===== config.mk =====
export PLATFORM = sky130hd
export DESIGN_NAME = pixel_fetch
export DESIGN_NICKNAME = d
export VERILOG_FILES = /design/src/hw/life_pkg.sv /design/src/hw/pixel_fetch.sv
export SDC_FILE = /design/constraint.sdc
export NUM_CORES = 1
export LEC_CHECK = 0
export BUFFER_PORTS_ARGS = -buffer_cell sky130_fd_sc_hd__buf_2
export CAP_MARGIN = 30
export CORE_AREA = 2 2 39 41
export DETAILED_ROUTE_END_ITERATION = 10
export DIE_AREA = 0 0 41 43
export PLACE_DENSITY = 0.73
export SKIP_LAST_GASP = 1
export SYNTH_ARGS = -nofsm -noshare
export SYNTH_HDL_FRONTEND = slang
export SYNTH_SLANG_ARGS = --single-unit

===== constraint.sdc =====
create_clock -name clk_pix -period 2.15 [get_ports clk_pix]
set_input_delay 0.645 -clock clk_pix [delete_from_list [all_inputs] [get_ports clk_pix]]
set_output_delay 0.645 -clock clk_pix [all_outputs]
set_load 0.005 [all_outputs]

===== src/hw/life_pkg.sv =====
// sizes, seed, colours and cell types for the life display
// raster is tiny and only meant for simulation, not a real monitor mode
// grid index is y * GRID_W + x everywhere
package life_pkg;

    // raster timing in pixel clocks and lines
    localparam int H_ACTIVE = 32;
    localparam int H_FP     = 2;
    localparam int H_SYNC   = 4;
    localparam int H_BP     = 2;
    localparam int H_TOTAL  = H_ACTIVE + H_FP + H_SYNC + H_BP;  // 40 per line
    localparam int V_ACTIVE = 24;
    localparam int V_FP     = 1;
    localparam int V_SYNC   = 2;
    localparam int V_BP     = 3;
    localparam int V_TOTAL  = V_ACTIVE + V_FP + V_SYNC + V_BP;  // 30 per frame

    localparam int GRID_W     = 16;               // cells across
    localparam int GRID_H     = 12;               // cells down
    localparam int GRID_CELLS = GRID_W * GRID_H;  // 192
    localparam int CELL_SCALE = 2;                // pixels per cell edge
    localparam int GEN_FRAMES = 3;                // frames of run per generation

    typedef logic signed [15:0] coord_t;   // screen coordinate
    typedef logic [3:0]         cell_x_t;  // cell column
    typedef logic [3:0]         cell_y_t;  // cell row
    typedef logic [7:0]         cell_idx_t;  // flat cell index
    typedef logic [3:0]         chan_t;    // one colour channel
    typedef logic [11:0]        rgb_t;     // r, g, b nibbles

    typedef struct packed {
        cell_x_t x;
        cell_y_t y;
        logic    alive;  // new state of cell x,y
    } cell_wr_t;

    // glider in the top left corner, blinker in the middle
    localparam logic [GRID_CELLS-1:0] SEED =
        (192'd1 << (0 * GRID_W + 1))  | (192'd1 << (1 * GRID_W + 2))  |
        (192'd1 << (2 * GRID_W + 0))  | (192'd1 << (2 * GRID_W + 1))  |
        (192'd1 << (2 * GRID_W + 2))  | (192'd1 << (5 * GRID_W + 10)) |
        (192'd1 << (5 * GRID_W + 11)) | (192'd1 << (5 * GRID_W + 12));

    localparam rgb_t ALIVE_RGB = 12'hFC2;  // yellow
    localparam rgb_t DEAD_RGB  = 12'h124;  // dark blue

endpackage


===== src/hw/pixel_fetch.sv =====
// turns screen position into a cell read and a colour
// all outputs lag the timing inputs by one cycle, matching the buffer read
`timescale 1ns/1ps

module pixel_fetch (
    input  logic              clk_pix,
    input  logic              rst_n,
    input  life_pkg::coord_t  sx,
    input  life_pkg::coord_t  sy,
    input  logic              hsync_in,
    input  logic              vsync_in,
    input  logic              de_in,
    output life_pkg::cell_x_t rd_x,      // cell address to buffer
    output life_pkg::cell_y_t rd_y,
    input  logic              rd_alive,  // one cycle after rd_x/rd_y
    output logic              hsync,
    output logic              vsync,
    output logic              de,
    output life_pkg::chan_t   red,
    output life_pkg::chan_t   green,
    output life_pkg::chan_t   blue
);

    life_pkg::coord_t cell_sx;  // screen position in cells
    life_pkg::coord_t cell_sy;
    life_pkg::rgb_t   rgb;

    assign cell_sx = sx / life_pkg::coord_t'(life_pkg::CELL_SCALE);
    assign cell_sy = sy / life_pkg::coord_t'(life_pkg::CELL_SCALE);
    assign rd_x    = life_pkg::cell_x_t'(cell_sx);  // wraps in hblank, colour masked
    assign rd_y    = life_pkg::cell_y_t'(cell_sy);

    always_ff @(posedge clk_pix or negedge rst_n) begin
        if (!rst_n) begin
            hsync <= 1'b1;
            vsync <= 1'b1;
            de    <= 1'b0;
        end else begin
            hsync <= hsync_in;  // one stage to match the read
            vsync <= vsync_in;
            de    <= de_in;
        end
    end

    always_comb begin
        rgb = rd_alive ? life_pkg::ALIVE_RGB : life_pkg::DEAD_RGB;
        if (!de) begin
            rgb = '0;  // black in blanking
        end
    end

    assign {red, green, blue} = rgb;

endmodule


==> impl_metrics.toml <==
[run_status]
outcome = "finished clean"

[die]
num_rows = 14
die-area_um2 = 1760
start_util_pct = 20.3
core_um2 = 1380
die_x_um = 41
fp.dieH_um = 43
io_pins = 61

[logic_synthesis]
synth_cell_types = 11
syn-instance-count = 28
synth_top_area_cell = "buf_4"
synth_warnings = 0
netlist_area_um2 = 282
ys_ff_latch = 3
yosysTopAreaCellShare_pct = 26.7
seq_area_frac_synth_pct = 27.6
synth_area_leaders = "buf_4 27%, dfstp_2 19%, ha_1 18%"
syn_area_per_cell_um2 = 10.1

[sta]
finalSetupViolations = 0
fmax_ghz = 0.469
hold_viol_final = 0
fin_crit_ns = 2.13
rsz0062_at_grt = "true"
period_share_pct = 99.2
setup_ws_ns = 0.0176
drv_slew = 0

[run]
max_cap_violations = 0

[placement]
place_hpwl_um = 546
place_ws_ns = -0.0461
gp_routability_congestion = 0.646
port-buffer-count = 37

[power_and_ir_drop]
power_density_nw_per_um2 = 461
power.internal_w = 0.000173
power_frac_clock_pct = 43.6
power_frac_comb_pct = 30.2
p_switching_w = 0.0000646
peakVddDrop_mv = 0.204
switching_share_pct = 27.2
p_seq_share_pct = 26.3
leakage_nw = 0.281

[worst_setup_path]
cp-end-kind = "output port"
critPathMaxStageDelay_ns = 0.17
worstPathRequired_ns = 1.50
arrival_ns = 1.49
cp.buffers_inverters = 3
crit_slowest_cell = "ha_4"
crit_chain = "buf_6 -> and2_4 -> ha_4 -> buf_4 -> nand3_2 -> xnor2_1 -> buf_2"
critical_path_class = "in -> out"
crit_family = "buffers and inverters"
cp-start-kind = "primary input"
cp_max_fo = 2

[routing]
num_vias = 306
drt-initial-drc-count = 0
vias_per_cell = 3.92
drc = 0
drt_pass1_iterations = 1
antenna_left = 0
postRouteWirelength_um = 752
wire_per_inst_um = 9.64

[clock_network]
cts_buffer_depth = 2
clk_pin_slew_ns = 0.04
cts-root-buf = "clkbuf_4"
htree_levels = 1
cts_tree = "yes"
cts_sinks = 3
numCtsBuffers = 3

[finish]
syn2layout_area_growth_pct = 82.7
utilization_pct = 37.2
layout.nets = 105
antenna_cells = 0
mostFrequentLayoutCell = "buf_2"
regArea_um2 = 77.6
multi_input_area_um2 = 191
fill_cells = 148
final_cell_mix = "36 x buf_2, 4 x ha_4, 3 x conb_1, 3 x clkbuf_4"
drive_above_1_share_pct = 80.6

[global_routing]
grt_pass1_vias = 267
antenna_found_initial = 0
overflow = 0
grt_max_degree = 7
grt_pass1_wl_um = 876
grt_usage_pct = 8.36

[hold_path]
hp-class = "in -> async"
worst max-delay path by stage:
stage,from,endpoint,slack (ns),depth (start not counted)
final,sy[0],rd_y[3],0.02,7
after global routing,sy[0],rd_y[3],-0.04,7
after CTS,sy[15],rd_y[2],-0.01,6
after detailed placement,sy[15],rd_y[2],-0.05,6
after global placement,sx[15],rd_x[2],-0.02,6
after floorplan,sx[15],rd_x[2],0.19,4
per-stage QoR:
stage	hold WS [ns]	cells	setup TNS (ns)	total power [W]	instance area (µm²)
finish	0.193	78	0	0.000237	514
global route	0.185	78	-0.0721	0.000256	514
CTS	0.184	77	-0.0106	0.000233	453
detailed placement	0.442	73	-0.0839	0.000123	419
global placement	0.440	73	-0.0445	0.000121	419
floorplan	0.349	30	0	0.0000958	289
cell families after synthesis:
family        share of synthesized area [%]
xor+xnor                               12.4
buf+inv                                26.7
fa+ha+maj                              17.8
simple gates                           14.2
other cells                            1.33
flops                                  27.6
metal layers:
metal	vias to the layer above	routed length [µm]	GRT usage (%)
li1	143	-	-
met1	134	179	4.55
met2	27	443	14.1
met5	-	0	0
met3	2	102	3.14
met4	0	27	12.0
layout make-up:
type                       count  area share (%)
timing repair buffer          38            38.7
clock buffer                   4            5.11
multi-input combinational     17            37.2
sequential                     3            15.1
tap                           16            3.89
state kept, by name (all words and copies together) (netlist names):
signal	cells
vsync	1
hsync	1
de	1
what timing repair did:
action	in CTS	in global routing
endpoints found under the setup margin	2	2
gates resized for setup	3	8
hold buffers	0	0
pin swaps	0	6
setup buffers	0	1
power groups by stage:
stage | Clock, W | Combinational [W] | Sequential, W
2_1_floorplan | 0 | 0.0000325 | 0.0000634
3_3_place_gp | 0 | 0.0000581 | 0.0000628
3_5_place_dp | 0 | 0.0000596 | 0.0000630
4_1_cts | 0.000110 | 0.0000608 | 0.0000624
5_1_grt | 0.000113 | 0.0000807 | 0.0000626
6_report | 0.000103 | 0.0000716 | 0.0000623
synthesized netlist by cell type:
library cell,instances
nand3_2,1
nand3_1,1
dfrtp_1,1
xor2_1,2
dfstp_2,2
and2_1,3
nor2b_1,1
ha_1,4
xnor2_1,2
buf_4,10
conb_1,1
Note: power is estimated with default switching activity, not from simulation.
