<file path="src/hw/life_pkg.sv">
// sizes, seed, colours and cell types for the life display
// raster is tiny and only meant for simulation, not a real monitor mode
// grid index is y * GRID_W + x everywhere
package life_pkg;

    // raster timing in pixel clocks and lines
    localparam int H_ACTIVE = 32;
    localparam int H_FP     = 2;
    localparam int H_SYNC   = 4;
    localparam int H_BP     = 2;
    localparam int H_TOTAL  = H_ACTIVE + H_FP + H_SYNC + H_BP;  // 40 per line
    localparam int V_ACTIVE = 24;
    localparam int V_FP     = 1;
    localparam int V_SYNC   = 2;
    localparam int V_BP     = 3;
    localparam int V_TOTAL  = V_ACTIVE + V_FP + V_SYNC + V_BP;  // 30 per frame

    localparam int GRID_W     = 16;               // cells across
    localparam int GRID_H     = 12;               // cells down
    localparam int GRID_CELLS = GRID_W * GRID_H;  // 192
    localparam int CELL_SCALE = 2;                // pixels per cell edge
    localparam int GEN_FRAMES = 3;                // frames of run per generation

    typedef logic signed [15:0] coord_t;   // screen coordinate
    typedef logic [3:0]         cell_x_t;  // cell column
    typedef logic [3:0]         cell_y_t;  // cell row
    typedef logic [7:0]         cell_idx_t;  // flat cell index
    typedef logic [3:0]         chan_t;    // one colour channel
    typedef logic [11:0]        rgb_t;     // r, g, b nibbles

    typedef struct packed {
        cell_x_t x;
        cell_y_t y;
        logic    alive;  // new state of cell x,y
    } cell_wr_t;

    // glider in the top left corner, blinker in the middle
    localparam logic [GRID_CELLS-1:0] SEED =
        (192'd1 << (0 * GRID_W + 1))  | (192'd1 << (1 * GRID_W + 2))  |
        (192'd1 << (2 * GRID_W + 0))  | (192'd1 << (2 * GRID_W + 1))  |
        (192'd1 << (2 * GRID_W + 2))  | (192'd1 << (5 * GRID_W + 10)) |
        (192'd1 << (5 * GRID_W + 11)) | (192'd1 << (5 * GRID_W + 12));

    localparam rgb_t ALIVE_RGB = 12'hFC2;  // yellow
    localparam rgb_t DEAD_RGB  = 12'h124;  // dark blue

endpackage

</file>
<file path="src/hw/display_timing.sv">
// raster timing for the small test mode, counters start at 0,0 after reset
// sx/sy and every decoded output come from the same flops, so they line up
`timescale 1ns/1ps

module display_timing (
    input  logic             clk_pix,
    input  logic             rst_n,
    output life_pkg::coord_t sx,     // current pixel column
    output life_pkg::coord_t sy,     // current line
    output logic             hsync,  // active low
    output logic             vsync,  // active low
    output logic             de,     // active video
    output logic             line,   // first pixel of every line
    output logic             frame   // first pixel of line after active area
);

    life_pkg::coord_t x_nxt;  // position for the next cycle
    life_pkg::coord_t y_nxt;

    always_comb begin
        x_nxt = sx + 16'sd1;
        y_nxt = sy;
        if (sx == life_pkg::coord_t'(life_pkg::H_TOTAL - 1)) begin  // end of line
            x_nxt = '0;
            if (sy == life_pkg::coord_t'(life_pkg::V_TOTAL - 1)) begin
                y_nxt = '0;  // end of frame
            end else begin
                y_nxt = sy + 16'sd1;
            end
        end
    end

    // outputs decoded from next position, so registered alongside sx/sy
    always_ff @(posedge clk_pix or negedge rst_n) begin
        if (!rst_n) begin
            sx    <= life_pkg::coord_t'(life_pkg::H_TOTAL - 1);  // parked on last pixel
            sy    <= life_pkg::coord_t'(life_pkg::V_TOTAL - 1);  // so 0,0 comes next
            hsync <= 1'b1;
            vsync <= 1'b1;
            de    <= 1'b0;
            line  <= 1'b0;
            frame <= 1'b0;
        end else begin
            sx    <= x_nxt;
            sy    <= y_nxt;
            hsync <= !(x_nxt >= life_pkg::H_ACTIVE + life_pkg::H_FP &&
                       x_nxt <  life_pkg::H_ACTIVE + life_pkg::H_FP + life_pkg::H_SYNC);
            vsync <= !(y_nxt >= life_pkg::V_ACTIVE + life_pkg::V_FP &&
                       y_nxt <  life_pkg::V_ACTIVE + life_pkg::V_FP + life_pkg::V_SYNC);
            de    <= x_nxt < life_pkg::H_ACTIVE && y_nxt < life_pkg::V_ACTIVE;
            line  <= x_nxt == 0;
            frame <= x_nxt == 0 && y_nxt == life_pkg::V_ACTIVE;  // start of vblank
        end
    end

endmodule

</file>
<file path="config.mk">
export PLATFORM = sky130hd
export DESIGN_NAME = display_timing
export DESIGN_NICKNAME = d
export VERILOG_FILES = /design/src/hw/life_pkg.sv /design/src/hw/display_timing.sv
export SDC_FILE = /design/constraint.sdc
export NUM_CORES = 1
export LEC_CHECK = 0
export BUFFER_PORTS_ARGS = -buffer_cell sky130_fd_sc_hd__buf_2
export CAP_MARGIN = 0
export CELL_PAD_IN_SITES_DETAIL_PLACEMENT = 2
export CELL_PAD_IN_SITES_GLOBAL_PLACEMENT = 2
export CORE_MARGIN = 2
export CORE_UTILIZATION = 24
export DETAILED_ROUTE_END_ITERATION = 8
export HOLD_SLACK_MARGIN = 0.06
export PLACE_DENSITY = 0.66
export SYNTH_ARGS = -nofsm -noshare
export SYNTH_HDL_FRONTEND = slang
export SYNTH_SLANG_ARGS = --single-unit
</file>
<file path="constraint.sdc">
create_clock -name clk_pix -period 8.6 [get_ports clk_pix]
set_clock_uncertainty 0.05 [all_clocks]
set_input_delay 0.86 -clock clk_pix [delete_from_list [all_inputs] [get_ports clk_pix]]
set_output_delay 0.86 -clock clk_pix [all_outputs]
set_load 0.005 [all_outputs]
</file>
==> flow_summary_export.csv <==
group,metric,value,unit
outcome,outcome,"complete, no violations",
sta,slew_headroom,41.3,%
yosys,synth_xor_area_share,11.7,%
setup_path,cpMostUsedCell,"nor4_1",
yosys,yosysWarnings,0,
routing,viasPerCell,4.90,
layout,design_area,2550,um^2
setup_path,cp_num_buf_inv,0,
clock_tree,h-tree-depth,2,
setup_path,critPathMaxFanout,8,
yosys,synth_edf_count,0,
yosys,muxShareOfSynthArea,0.460,%
global_route,grt_max_degree,38,
clock_tree,cts.sinks,37,
floorplanning,die_h,99.2,um
yosys,syn_area,2170,um^2
setup_path,start_kind,"flop",
yosys,ys_ff_latch,37,
clock_tree,post-cts-setup-buffers,0,
sta,period_minus_slack,3.20,ns
global_route,grt.overflow.total,0,
yosys,syn_inst,230,
routing,post_drt_wl_per_cell,16.8,um
setup_path,criticalPathCategory,"reg -> reg",
pwr,ir_drop,57.6,uV
yosys,synth_area_leaders,"dfrtp_1, dfstp_2, xnor2_1",
routing,drt_iter0_drc,42,
sta,setup_viol,0,
pwr,power.leakage,1.13,nW
placed_design,place.gp.congestion,0.750,
layout,final_nets,269,
layout,area_growth,17.4,%
routing,wirelength,6230,um
layout,regArea,938,um^2
sta,worstMarginPinSlew,0.881,ns
yosys,synth_top_area_cell,"dfrtp_1",
setup_path,end_kind,"flop",
yosys,synth-compound-area-share,8.98,%
setup_path,worstPathArrival,3.36,ns
routing,drt_pass1_iterations,4,
clock_tree,insertion_delay,0.30,ns
run,maxCapViolations,0,
clock_tree,cts-hold-fix-buffers,0,
clock_tree,cts_buffers,5,
floorplanning,dieWidth,99.2,um
layout,diodes,0,
layout,drive_gt1_share,24.0,%
placed_design,place_area,2440,um^2
global_route,grt_antenna_before_repair,0,
setup_path,crit_slowest_cell,"dfstp_2",
routing,vias,1818,
layout,fillers,1002,
global_route,grt_pass1_wl,10500,um
floorplanning,die_area,9840,um^2
pwr,power_density,132,nW/um^2
setup_path,cp_data_required_time,8.76,ns
global_route,track_usage,13.4,%
sta,hold_viol,0,
placed_design,dp_hpwl,4580,um
layout,layoutNonFillerInstCount,371,
setup_path,worst_path_dominant_cell_family,"simple AND/OR/NAND/NOR gates",
floorplanning,initial_core_util,24.8,%
clock_tree,cts_buffer_depth,2,
sta,rsz0062_at_grt,"no",
yosys,synth_top_family_by_area,"simple AND/OR/NAND/NOR gates",
yosys,syn_nets,237,
floorplanning,num_io_pins,39,
setup_path,critPathMaxStageDelay,0.61,ns
worst_hold_path,min_path_type,"reg -> reg",
floorplanning,rows,34,
yosys,synthDistinctLibCells,48,
layout,multiInputGateArea,1130,um^2
floorplanning,fp.coreArea,8760,um^2
sta,fmax,0.312,GHz
yosys,yosysSeqAreaShare,43.2,%
clock_tree,ctsResizeCount,0,
yosys,synthFlopType,"dfrtp_1",
sta,timing.final.crit_share,37.2,%
placed_design,dp_cells,363,
placed_design,numPortBuffers,38,
yosys,async_flop_share,100,%
clock_tree,root_buffer,"clkbuf_8",
clock_tree,cts_tree,"built",
yosys,synthAdderAreaFrac,2.88,%
setup_path,crit_chain,"ha_1 > nand4_1 > nor4_1 > xor2_1 > or4_1 > nor4_1 > and4b_1 > nor4b_2",
global_route,grt_pass1_vias,1917,
sta,slew_viol_final,0,
sta,setup_tns,0,ns
yosys,yosysTopAreaCellShare,31.1,%
routing,post-route-drc-count,0,
clock_tree,clkTransAtPathRegs,0.09,ns
sta,hold_ws,0.513,ns
yosys,post_synth.cell_area_avg,9.45,um^2
yosys,synth-simple-area-share,27.8,%
routing,antenna_left,0,
cell usage after synthesis, types with 6 or more instances:
master    count
nand2_1      16
nor3_1       11
nor2_1       20
dfrtp_1      27
xor2_1       12
nand3_1      13
clkbuf_1      7
nand4_1      10
inv_1        13
dfstp_2      10
and3_1        6
xnor2_1      17
state kept, by name (all words and copies together) (netlist names):
signal	count
de	1
frame	1
hsync	1
line	1
sx	16
sy	16
vsync	1
layout by cell type, fill, tap and decap left out, types with 2 or more instances in the layout:
| master | instances |
|---|---|
| a21oi_1 | 3 |
| nor2b_1 | 2 |
| a31oi_1 | 3 |
| nor3_1 | 11 |
| nor4_4 | 2 |
| nor4_1 | 4 |
| or4_1 | 5 |
| nor2_1 | 20 |
| a21o_1 | 2 |
| o21ai_0 | 5 |
| nand4_1 | 10 |
| dfrtp_1 | 27 |
| nor4b_2 | 2 |
| inv_1 | 13 |
| buf_2 | 38 |
| xnor2_1 | 17 |
| nor3b_1 | 2 |
| ha_1 | 5 |
| nand2_1 | 16 |
| a211oi_1 | 2 |
| nand2b_1 | 2 |
| o31ai_1 | 5 |
| clkbuf_8 | 5 |
| xor2_1 | 12 |
| and3_1 | 6 |
| dfstp_2 | 10 |
| nand3_1 | 13 |
layer usage:
metal | share of wire (%) | global-route usage [%]
met5 | 0 | 0
met4 | 1.1 | 3.16
met1 | 50 | 19.5
met2 | 46 | 20.5
met3 | 2.6 | 2.46
worst reg2reg max path: stages, from the launching register on:
cell and delay (ns):
dfstp_2 0.61, ha_1 0.34, nand4_1 0.29, nor4_1 0.37, xor2_1 0.13, or4_1 0.57, nor4_1 0.33, and4b_1 0.26
nor4b_2 0.18
cells by family after synthesis:
group	Yosys count
simple gates	104
flops	37
xor+xnor	29
compound gates	28
buf+inv	26
fa+ha+maj	5
mux	1
per-stage QoR:
| step | total power [W] | setup WS, ns | utilization [%] |
|---|---|---|---|
| 2_1_floorplan | 0.000177 | 5.65 | - |
| 3_3_place_gp | 0.000181 | 5.41 | 27.8 |
| 3_5_place_dp | 0.000181 | 5.33 | 27.8 |
| 4_1_cts | 0.000342 | 5.35 | 29.1 |
| 5_1_grt | 0.000352 | 5.06 | 29.1 |
| 6_report | 0.000338 | 5.40 | 29.1 |
path summary, 6_finish.rpt:
| kind | from | end | slack, ns | depth (start not counted) |
|---|---|---|---|---|
| max in group asynchronous | rst_n | sy[14] | 7.32 | 1 |
| worst max-delay path | sx[0] | frame | 5.40 | 8 |
| min in group asynchronous | rst_n | sy[6] | 0.63 | 1 |
| worst max register to register | sx[0] | frame | 5.40 | 8 |
| worst min-delay path | sx[0] | sx[0] | 0.51 | 1 |
| worst min register to register | sx[0] | sx[0] | 0.51 | 1 |
where the power goes:
group | leakage (nW) | internal [W] | switching (W)
combinational | 0.600 | 0.000000164 | 0.00000349
sequential | 0.471 | 0.000174 | 0
clock | 0.0543 | 0.0000870 | 0.0000732
total | 1.13 | 0.000261 | 0.0000767
layout make-up:
type                            instances  share of cell area, %
Multi-Input combinational cell        167                   44.1
Timing Repair Buffer                   38                   7.45
Tap cell                              108                   5.29
Clock buffer                            5                   2.69
Inverter                               13                   1.91
Clock inverter                          3                   1.81
Sequential cell                        37                   36.7
(Power assumes the default switching activity.)
