### src/hw/life_pkg.sv
// sizes, seed, colours and cell types for the life display
// raster is tiny and only meant for simulation, not a real monitor mode
// grid index is y * GRID_W + x everywhere
package life_pkg;

    // raster timing in pixel clocks and lines
    localparam int H_ACTIVE = 32;
    localparam int H_FP     = 2;
    localparam int H_SYNC   = 4;
    localparam int H_BP     = 2;
    localparam int H_TOTAL  = H_ACTIVE + H_FP + H_SYNC + H_BP;  // 40 per line
    localparam int V_ACTIVE = 24;
    localparam int V_FP     = 1;
    localparam int V_SYNC   = 2;
    localparam int V_BP     = 3;
    localparam int V_TOTAL  = V_ACTIVE + V_FP + V_SYNC + V_BP;  // 30 per frame

    localparam int GRID_W     = 16;               // cells across
    localparam int GRID_H     = 12;               // cells down
    localparam int GRID_CELLS = GRID_W * GRID_H;  // 192
    localparam int CELL_SCALE = 2;                // pixels per cell edge
    localparam int GEN_FRAMES = 3;                // frames of run per generation

    typedef logic signed [15:0] coord_t;   // screen coordinate
    typedef logic [3:0]         cell_x_t;  // cell column
    typedef logic [3:0]         cell_y_t;  // cell row
    typedef logic [7:0]         cell_idx_t;  // flat cell index
    typedef logic [3:0]         chan_t;    // one colour channel
    typedef logic [11:0]        rgb_t;     // r, g, b nibbles

    typedef struct packed {
        cell_x_t x;
        cell_y_t y;
        logic    alive;  // new state of cell x,y
    } cell_wr_t;

    // glider in the top left corner, blinker in the middle
    localparam logic [GRID_CELLS-1:0] SEED =
        (192'd1 << (0 * GRID_W + 1))  | (192'd1 << (1 * GRID_W + 2))  |
        (192'd1 << (2 * GRID_W + 0))  | (192'd1 << (2 * GRID_W + 1))  |
        (192'd1 << (2 * GRID_W + 2))  | (192'd1 << (5 * GRID_W + 10)) |
        (192'd1 << (5 * GRID_W + 11)) | (192'd1 << (5 * GRID_W + 12));

    localparam rgb_t ALIVE_RGB = 12'hFC2;  // yellow
    localparam rgb_t DEAD_RGB  = 12'h124;  // dark blue

endpackage

### src/hw/life_engine.sv
// one life generation per start, one cell per clock in raster order
// cells off the grid are dead, world does not wrap; start while busy is dropped
// current world reloads SEED on reset
`timescale 1ns/1ps

module life_engine (
    input  logic               clk_pix,
    input  logic               rst_n,
    input  logic               start,    // one-cycle request
    output logic               cell_we,  // new cell state valid
    output life_pkg::cell_wr_t cell_wr,
    output logic               done,     // one cycle after last cell
    output logic               running
);

    logic [life_pkg::GRID_CELLS-1:0] cur;  // world being read
    logic [life_pkg::GRID_CELLS-1:0] nxt;  // world being built
    life_pkg::cell_x_t   cx;               // cell under work
    life_pkg::cell_y_t   cy;
    life_pkg::cell_idx_t idx;
    logic [3:0]          n_cnt;            // live neighbours, 0..8
    logic                self_alive;
    logic                new_alive;
    logic                last_col;
    logic                last_cell;

    // dead outside the grid
    function automatic logic cell_at(input logic [life_pkg::GRID_CELLS-1:0] w,
                                     input int x, input int y);
        if (x < 0 || x >= life_pkg::GRID_W || y < 0 || y >= life_pkg::GRID_H) begin
            return 1'b0;
        end
        return w[y * life_pkg::GRID_W + x];
    endfunction

    assign idx        = life_pkg::cell_idx_t'(int'(cy) * life_pkg::GRID_W + int'(cx));
    assign self_alive = cur[idx];
    assign last_col   = cx == life_pkg::cell_x_t'(life_pkg::GRID_W - 1);
    assign last_cell  = last_col && cy == life_pkg::cell_y_t'(life_pkg::GRID_H - 1);

    always_comb begin
        n_cnt = '0;
        for (int dy = -1; dy <= 1; dy++) begin
            for (int dx = -1; dx <= 1; dx++) begin
                if (dx != 0 || dy != 0) begin  // skip the cell itself
                    n_cnt = n_cnt + {3'b000, cell_at(cur, int'(cx) + dx, int'(cy) + dy)};
                end
            end
        end
    end

    // survive on 2 or 3, birth on exactly 3
    assign new_alive = self_alive ? (n_cnt == 4'd2 || n_cnt == 4'd3) : (n_cnt == 4'd3);

    assign cell_we = running;  // first strobe the cycle after start
    assign cell_wr = '{x: cx, y: cy, alive: new_alive};

    always_ff @(posedge clk_pix or negedge rst_n) begin
        if (!rst_n) begin
            running <= 1'b0;
            done    <= 1'b0;
            cx      <= '0;
            cy      <= '0;
        end else begin
            done <= 1'b0;
            if (running) begin
                if (last_cell) begin
                    running <= 1'b0;
                    done    <= 1'b1;
                    cx      <= '0;
                    cy      <= '0;
                end else if (last_col) begin
                    cx <= '0;
                    cy <= cy + 1'b1;
                end else begin
                    cx <= cx + 1'b1;
                end
            end else if (start) begin
                running <= 1'b1;  // cx, cy already at 0 when idle
            end
        end
    end

    always_ff @(posedge clk_pix or negedge rst_n) begin
        if (!rst_n) begin
            cur <= life_pkg::SEED;
        end else if (done) begin
            cur <= nxt;  // swap during the done cycle
        end
    end

    // fully rewritten each generation before it is used
    always_ff @(posedge clk_pix) begin
        if (running) begin
            nxt[idx] <= new_alive;
        end
    end

endmodule

### config.mk
export PLATFORM = sky130hd
export DESIGN_NAME = life_engine
export DESIGN_NICKNAME = d
export VERILOG_FILES = /design/src/hw/life_pkg.sv /design/src/hw/life_engine.sv
export SDC_FILE = /design/constraint.sdc
export NUM_CORES = 1
export LEC_CHECK = 0
export ABC_AREA = 0
export BUFFER_PORTS_ARGS = -buffer_cell sky130_fd_sc_hd__buf_4
export CORE_ASPECT_RATIO = 0.5
export CORE_MARGIN = 3
export CORE_UTILIZATION = 30
export DETAILED_ROUTE_END_ITERATION = 8
export SLEW_MARGIN = 20
export SYNTH_ARGS = -nofsm -noshare
export SYNTH_HDL_FRONTEND = slang
export SYNTH_SLANG_ARGS = --single-unit
export TNS_END_PERCENT = 50
### constraint.sdc
create_clock -name clk_pix -period 38 [get_ports clk_pix]
set_clock_uncertainty 0.15 [all_clocks]
set_input_delay 1.9 -clock clk_pix [delete_from_list [all_inputs] [get_ports clk_pix]]
set_output_delay 1.9 -clock clk_pix [all_outputs]
set_load 0.02 [all_outputs]
==> impl_summary.txt <==
----------------------------------------------------
[Detailed routing]
  Via count of the routed design ... ~13000
  Detailed Routing Iterations Pass 1 ... 5
  Post-detailed-routing wire length ... between 50000 and 60000 um
  Antenna-violating nets left ... 0
  DRC viols ... 0
  Average wire per cell in the routed design ... between 20 and 25 um
  Via-to-Cell Ratio ... ~5.4
  First DRT Iteration DRCs ... 1411

[GRT]
  All-layer global routing usage ... 0.159
  Via count of the first global-routing pass ... roughly 13000
  Met3 layer usage reported by global route ... 0.0343
  Maximum number of pins on one net before global-route repair ... 95
  Met1 track utilization from global routing ... 0.223
  Met2 demand-to-capacity share in global routing ... 0.240
  Wire length of the first global-routing pass ... approximately 85000 um
  Number of antenna violations at the first check in global routing ... 2
  Most congested layer reported by global routing ... met2
  Total congestion overflow after global routing ... 0

[STA]
  Final cycle utilization of the critical path ... 0.275
  Total count of hold-check failures in the final report ... 0
  Final Setup Violations ... 0
  Summed negative setup slack over all endpoints ... 0 ns
  Hold_ws ... ~0.32 ns
  Count of final max-slew check failures ... 0
  Maximum frequency from static timing analysis ... between 0.09 and 0.1 GHz
  Transition time of the tightest slew-check pin ... 1.04 ns
  RSZ-0062 raised after global routing ... false
  Rel. slew slack ... 0.305
  Worst setup slack after layout ... ~28 ns
  Post-layout min period ... 10.46 ns

[Worst setup path]
  Setup crit start ... cx[0]$_DFFE_PN0P_
  Register-to-register path setup slack ... a little under 30 ns
  Endpoint class of the critical path ... output port
  Required time of the critical path ... 35.95 ns
  Maximum fanout along the worst path ... 53
  Crit Reg-Reg Startpoint ... cx[0]$_DFFE_PN0P_
  Reg2Reg Depth ... 20
  Kind of start point of the critical path ... flop
  Data arrival time of the critical path ... 8.41 ns
  Startpoint-to-endpoint class of the critical path ... flop to output port

[Status]
  Result of the run ... completed

[Synth]
  Synth area leaders ... sky130_fd_sc_hd__edfxtp_1, sky130_fd_sc_hd__dfrtp_1, sky130_fd_sc_hd__mux4_2, sky130_fd_sc_hd__mux2_2, sky130_fd_sc_hd__nor2_1
  Mapped Avg Cell Area ... about 14 um^2
  Leading area contributor after synthesis ... sky130_fd_sc_hd__edfxtp_1
  Fraction of the yosys area taken by sequential cells ... 0.527
  Number of warnings printed during yosys synthesis ... 0
  Dominant synthesized flop cell ... sky130_fd_sc_hd__dfrtp_1
  Flops & latches, synth ... approximately 400
  Top cell type's share of synthesized area ... 0.281
  Synth Net Count ... approximately 1500
  Netlist cell types ... 69
  Post-synth EDFFs ... approximately 190
  Cell area after synthesis ... approximately 21000 um^2
  Mapped Cells ... about 1500
  Proportion of register bits with asynchronous set or reset after synthesis ... 0.513

[Hold path]
  Type of the most critical hold path ... flop to flop
  Worst hold stages ... 1
  Worst hold start ... nxt[179]$_DFFE_PP_

[Place]
  Port Buffers ... 14
  Pre-CTS worst setup slack ... approximately 28 ns
  GPL Wtd Cong ... 0.950
  Cell Area, Placed ... 21600 um^2
  Placed Instances ... 2302
  Estimated wirelength of the detail-placed design ... about 37000 um

[Clock tree]
  TritonCTS Sinks ... 394
  Worst-Skew Late Latency ... 0.56 ns
  TritonCTS clock tree ... done
  Number of setup buffers added after CTS ... 0
  Depth of the CTS H-tree ... 2
  Largest buffer count on any clock path ... 3
  Clock tree root buffer cell ... sky130_fd_sc_hd__clkbuf_16
  Clock buffers created by TritonCTS ... 41
  Clock-pin slew on the worst setup and hold paths ... roughly 0.060 ns
  Post-cts hold buffer count ... 0
  Resized cells post-CTS ... 0

[Pwr]
  Largest vdd supply drop ... roughly 0.059 mV
  Pwr/cell area ... ~73 nW/um^2
  Total power of the final layout ... ~1.7 mW
  Leak Pwr ... about 9 nW

[Floorplanning]
  Die boundary width ... between 300 and 400 um
  Height of the die ... 191 um
  Placeable core region ... between 60000 and 70000 um^2
  Number of cell rows ... 67
  I/O pins ... 15
  DIE AREA ... slightly above 70000 um^2
  Initial core utilization ... 0.305

[Cells and area]
  Most common cell after layout, fill and taps aside ... sky130_fd_sc_hd__nor2_1
  Final non-filler cell area ... between 20000 and 25000 um^2
  Post-layout util ... 0.339
  Net total in the final layout ... approximately 1500
  Most frequent cells in the layout ... sky130_fd_sc_hd__nor2_1, sky130_fd_sc_hd__mux2_2, sky130_fd_sc_hd__edfxtp_1
  Signed area change from the synthesized netlist to the final layout ... 11.1%
  Cell Count, Final, Fillers Out ... approximately 2400
  Number of filler instances in the final layout ... 6536
  Antenna Cells ... 0
  Fraction of layout cells with a size suffix above 1 ... 0.328

[Run]
  Maximum capacitance violations ... 0

----------------------------------------------------
-- per-layer routing --
metal | vias up | part of all wire | routed length (um)
met4 | 2 | 0.039 | 2210
met5 | - | 0.00023 | 13
li1 | 5509 | - | -
met3 | 115 | 0.068 | 3900
met2 | 402 | 0.44 | 25100
met1 | 6837 | 0.45 | 25700
-- power breakdown --
part / total (mW) / internal [mW] / switching (mW)
Sequential: 0.594 / 0.572 / 0.0220
Combinational: 0.703 / 0.212 / 0.491
Clock: 0.373 / 0.209 / 0.164
-- registers in the layout, summed over array words and instances, names as in the netlist --
signal,count
cur,192
nxt,192
cx,4
cy,4
cell_we,1
done,1
-- worst max-delay path: stages, from the launching register on --
cell and delay (ns):
sky130_fd_sc_hd__dfrtp_4 0.83, sky130_fd_sc_hd__buf_4 0.76, sky130_fd_sc_hd__inv_1 0.22, sky130_fd_sc_hd__ha_1 0.34
sky130_fd_sc_hd__xor2_4 0.14, sky130_fd_sc_hd__buf_4 0.55, sky130_fd_sc_hd__mux4_2 0.59, sky130_fd_sc_hd__mux2i_1 0.36
sky130_fd_sc_hd__mux2i_1 0.17, sky130_fd_sc_hd__mux2i_1 0.20, sky130_fd_sc_hd__o311ai_0 0.13, sky130_fd_sc_hd__a211oi_1 0.26
sky130_fd_sc_hd__fa_1 0.51, sky130_fd_sc_hd__fa_1 0.54, sky130_fd_sc_hd__fa_1 0.50, sky130_fd_sc_hd__ha_1 0.24
sky130_fd_sc_hd__fa_1 0.39, sky130_fd_sc_hd__o21ai_0 0.17, sky130_fd_sc_hd__nand4_1 0.16, sky130_fd_sc_hd__a311oi_4 0.49
sky130_fd_sc_hd__buf_4 0.23
-- layout make-up --
cell class / count / area [um^2] / area share
sequential: 394 / 10800 / 0.475
timing repair buffer: 52 / 417 / 0.0182
tap: 897 / 1120 / 0.0492
inverter: 15 / 56.3 / 0.00247
clock inverter: 17 / 90.1 / 0.00395
multi-input combinational: 944 / 9170 / 0.402
clock buffer: 56 / 1130 / 0.0496
-- logic make-up after synthesis --
logic type               after synthesis  synth area share
buffers and inverters                132            0.0295
AO/OA/AOI/OAI                         88            0.0293
multiplexers                         419             0.303
adder cells (fa/ha/maj)               28            0.0185
AND/OR/NAND/NOR                      387            0.0827
flip-flops                           394             0.527
XOR/XNOR                              22            0.0101
-- cells in the mapped netlist, types with 3 or more instances --
cell                         n
sky130_fd_sc_hd__a21o_1      3
sky130_fd_sc_hd__a21oi_1    13
sky130_fd_sc_hd__a22oi_1    15
sky130_fd_sc_hd__a31oi_1     5
sky130_fd_sc_hd__and2_1      3
sky130_fd_sc_hd__and3_1      7
sky130_fd_sc_hd__buf_1       5
sky130_fd_sc_hd__buf_2      14
sky130_fd_sc_hd__buf_4      17
sky130_fd_sc_hd__buf_6       4
sky130_fd_sc_hd__clkbuf_1   77
sky130_fd_sc_hd__clkinv_1    4
sky130_fd_sc_hd__dfrtp_1   194
sky130_fd_sc_hd__dfstp_2     8
sky130_fd_sc_hd__edfxtp_1  192
sky130_fd_sc_hd__fa_1        4
sky130_fd_sc_hd__ha_1       24
sky130_fd_sc_hd__inv_1       9
sky130_fd_sc_hd__mux2_2    206
sky130_fd_sc_hd__mux2i_1    72
sky130_fd_sc_hd__mux4_2    141
sky130_fd_sc_hd__nand2_1    56
sky130_fd_sc_hd__nand2b_1    5
sky130_fd_sc_hd__nand3_1    52
sky130_fd_sc_hd__nand4_1    14
sky130_fd_sc_hd__nor2_1    220
sky130_fd_sc_hd__nor2b_1     3
sky130_fd_sc_hd__nor3_1      5
sky130_fd_sc_hd__nor4_1      4
sky130_fd_sc_hd__o211ai_1    4
sky130_fd_sc_hd__o21ai_0    18
sky130_fd_sc_hd__o22a_1      3
sky130_fd_sc_hd__o31ai_1     3
sky130_fd_sc_hd__or2_2       3
sky130_fd_sc_hd__xnor2_1    11
sky130_fd_sc_hd__xor2_1      9
-- path summary, 6_finish.rpt --
check | end
setup / recovery | cell_wr[0]
hold / removal | cur[179]$_DFFE_PN0P_
setup reg to reg | nxt[151]$_DFFE_PP_
hold reg to reg | cur[179]$_DFFE_PN0P_
max in group asynchronous | cur[77]$_DFFE_PN0P_
min in group asynchronous | cur[86]$_DFFE_PN0P_
Note: power is estimated with default switching activity, not from simulation.
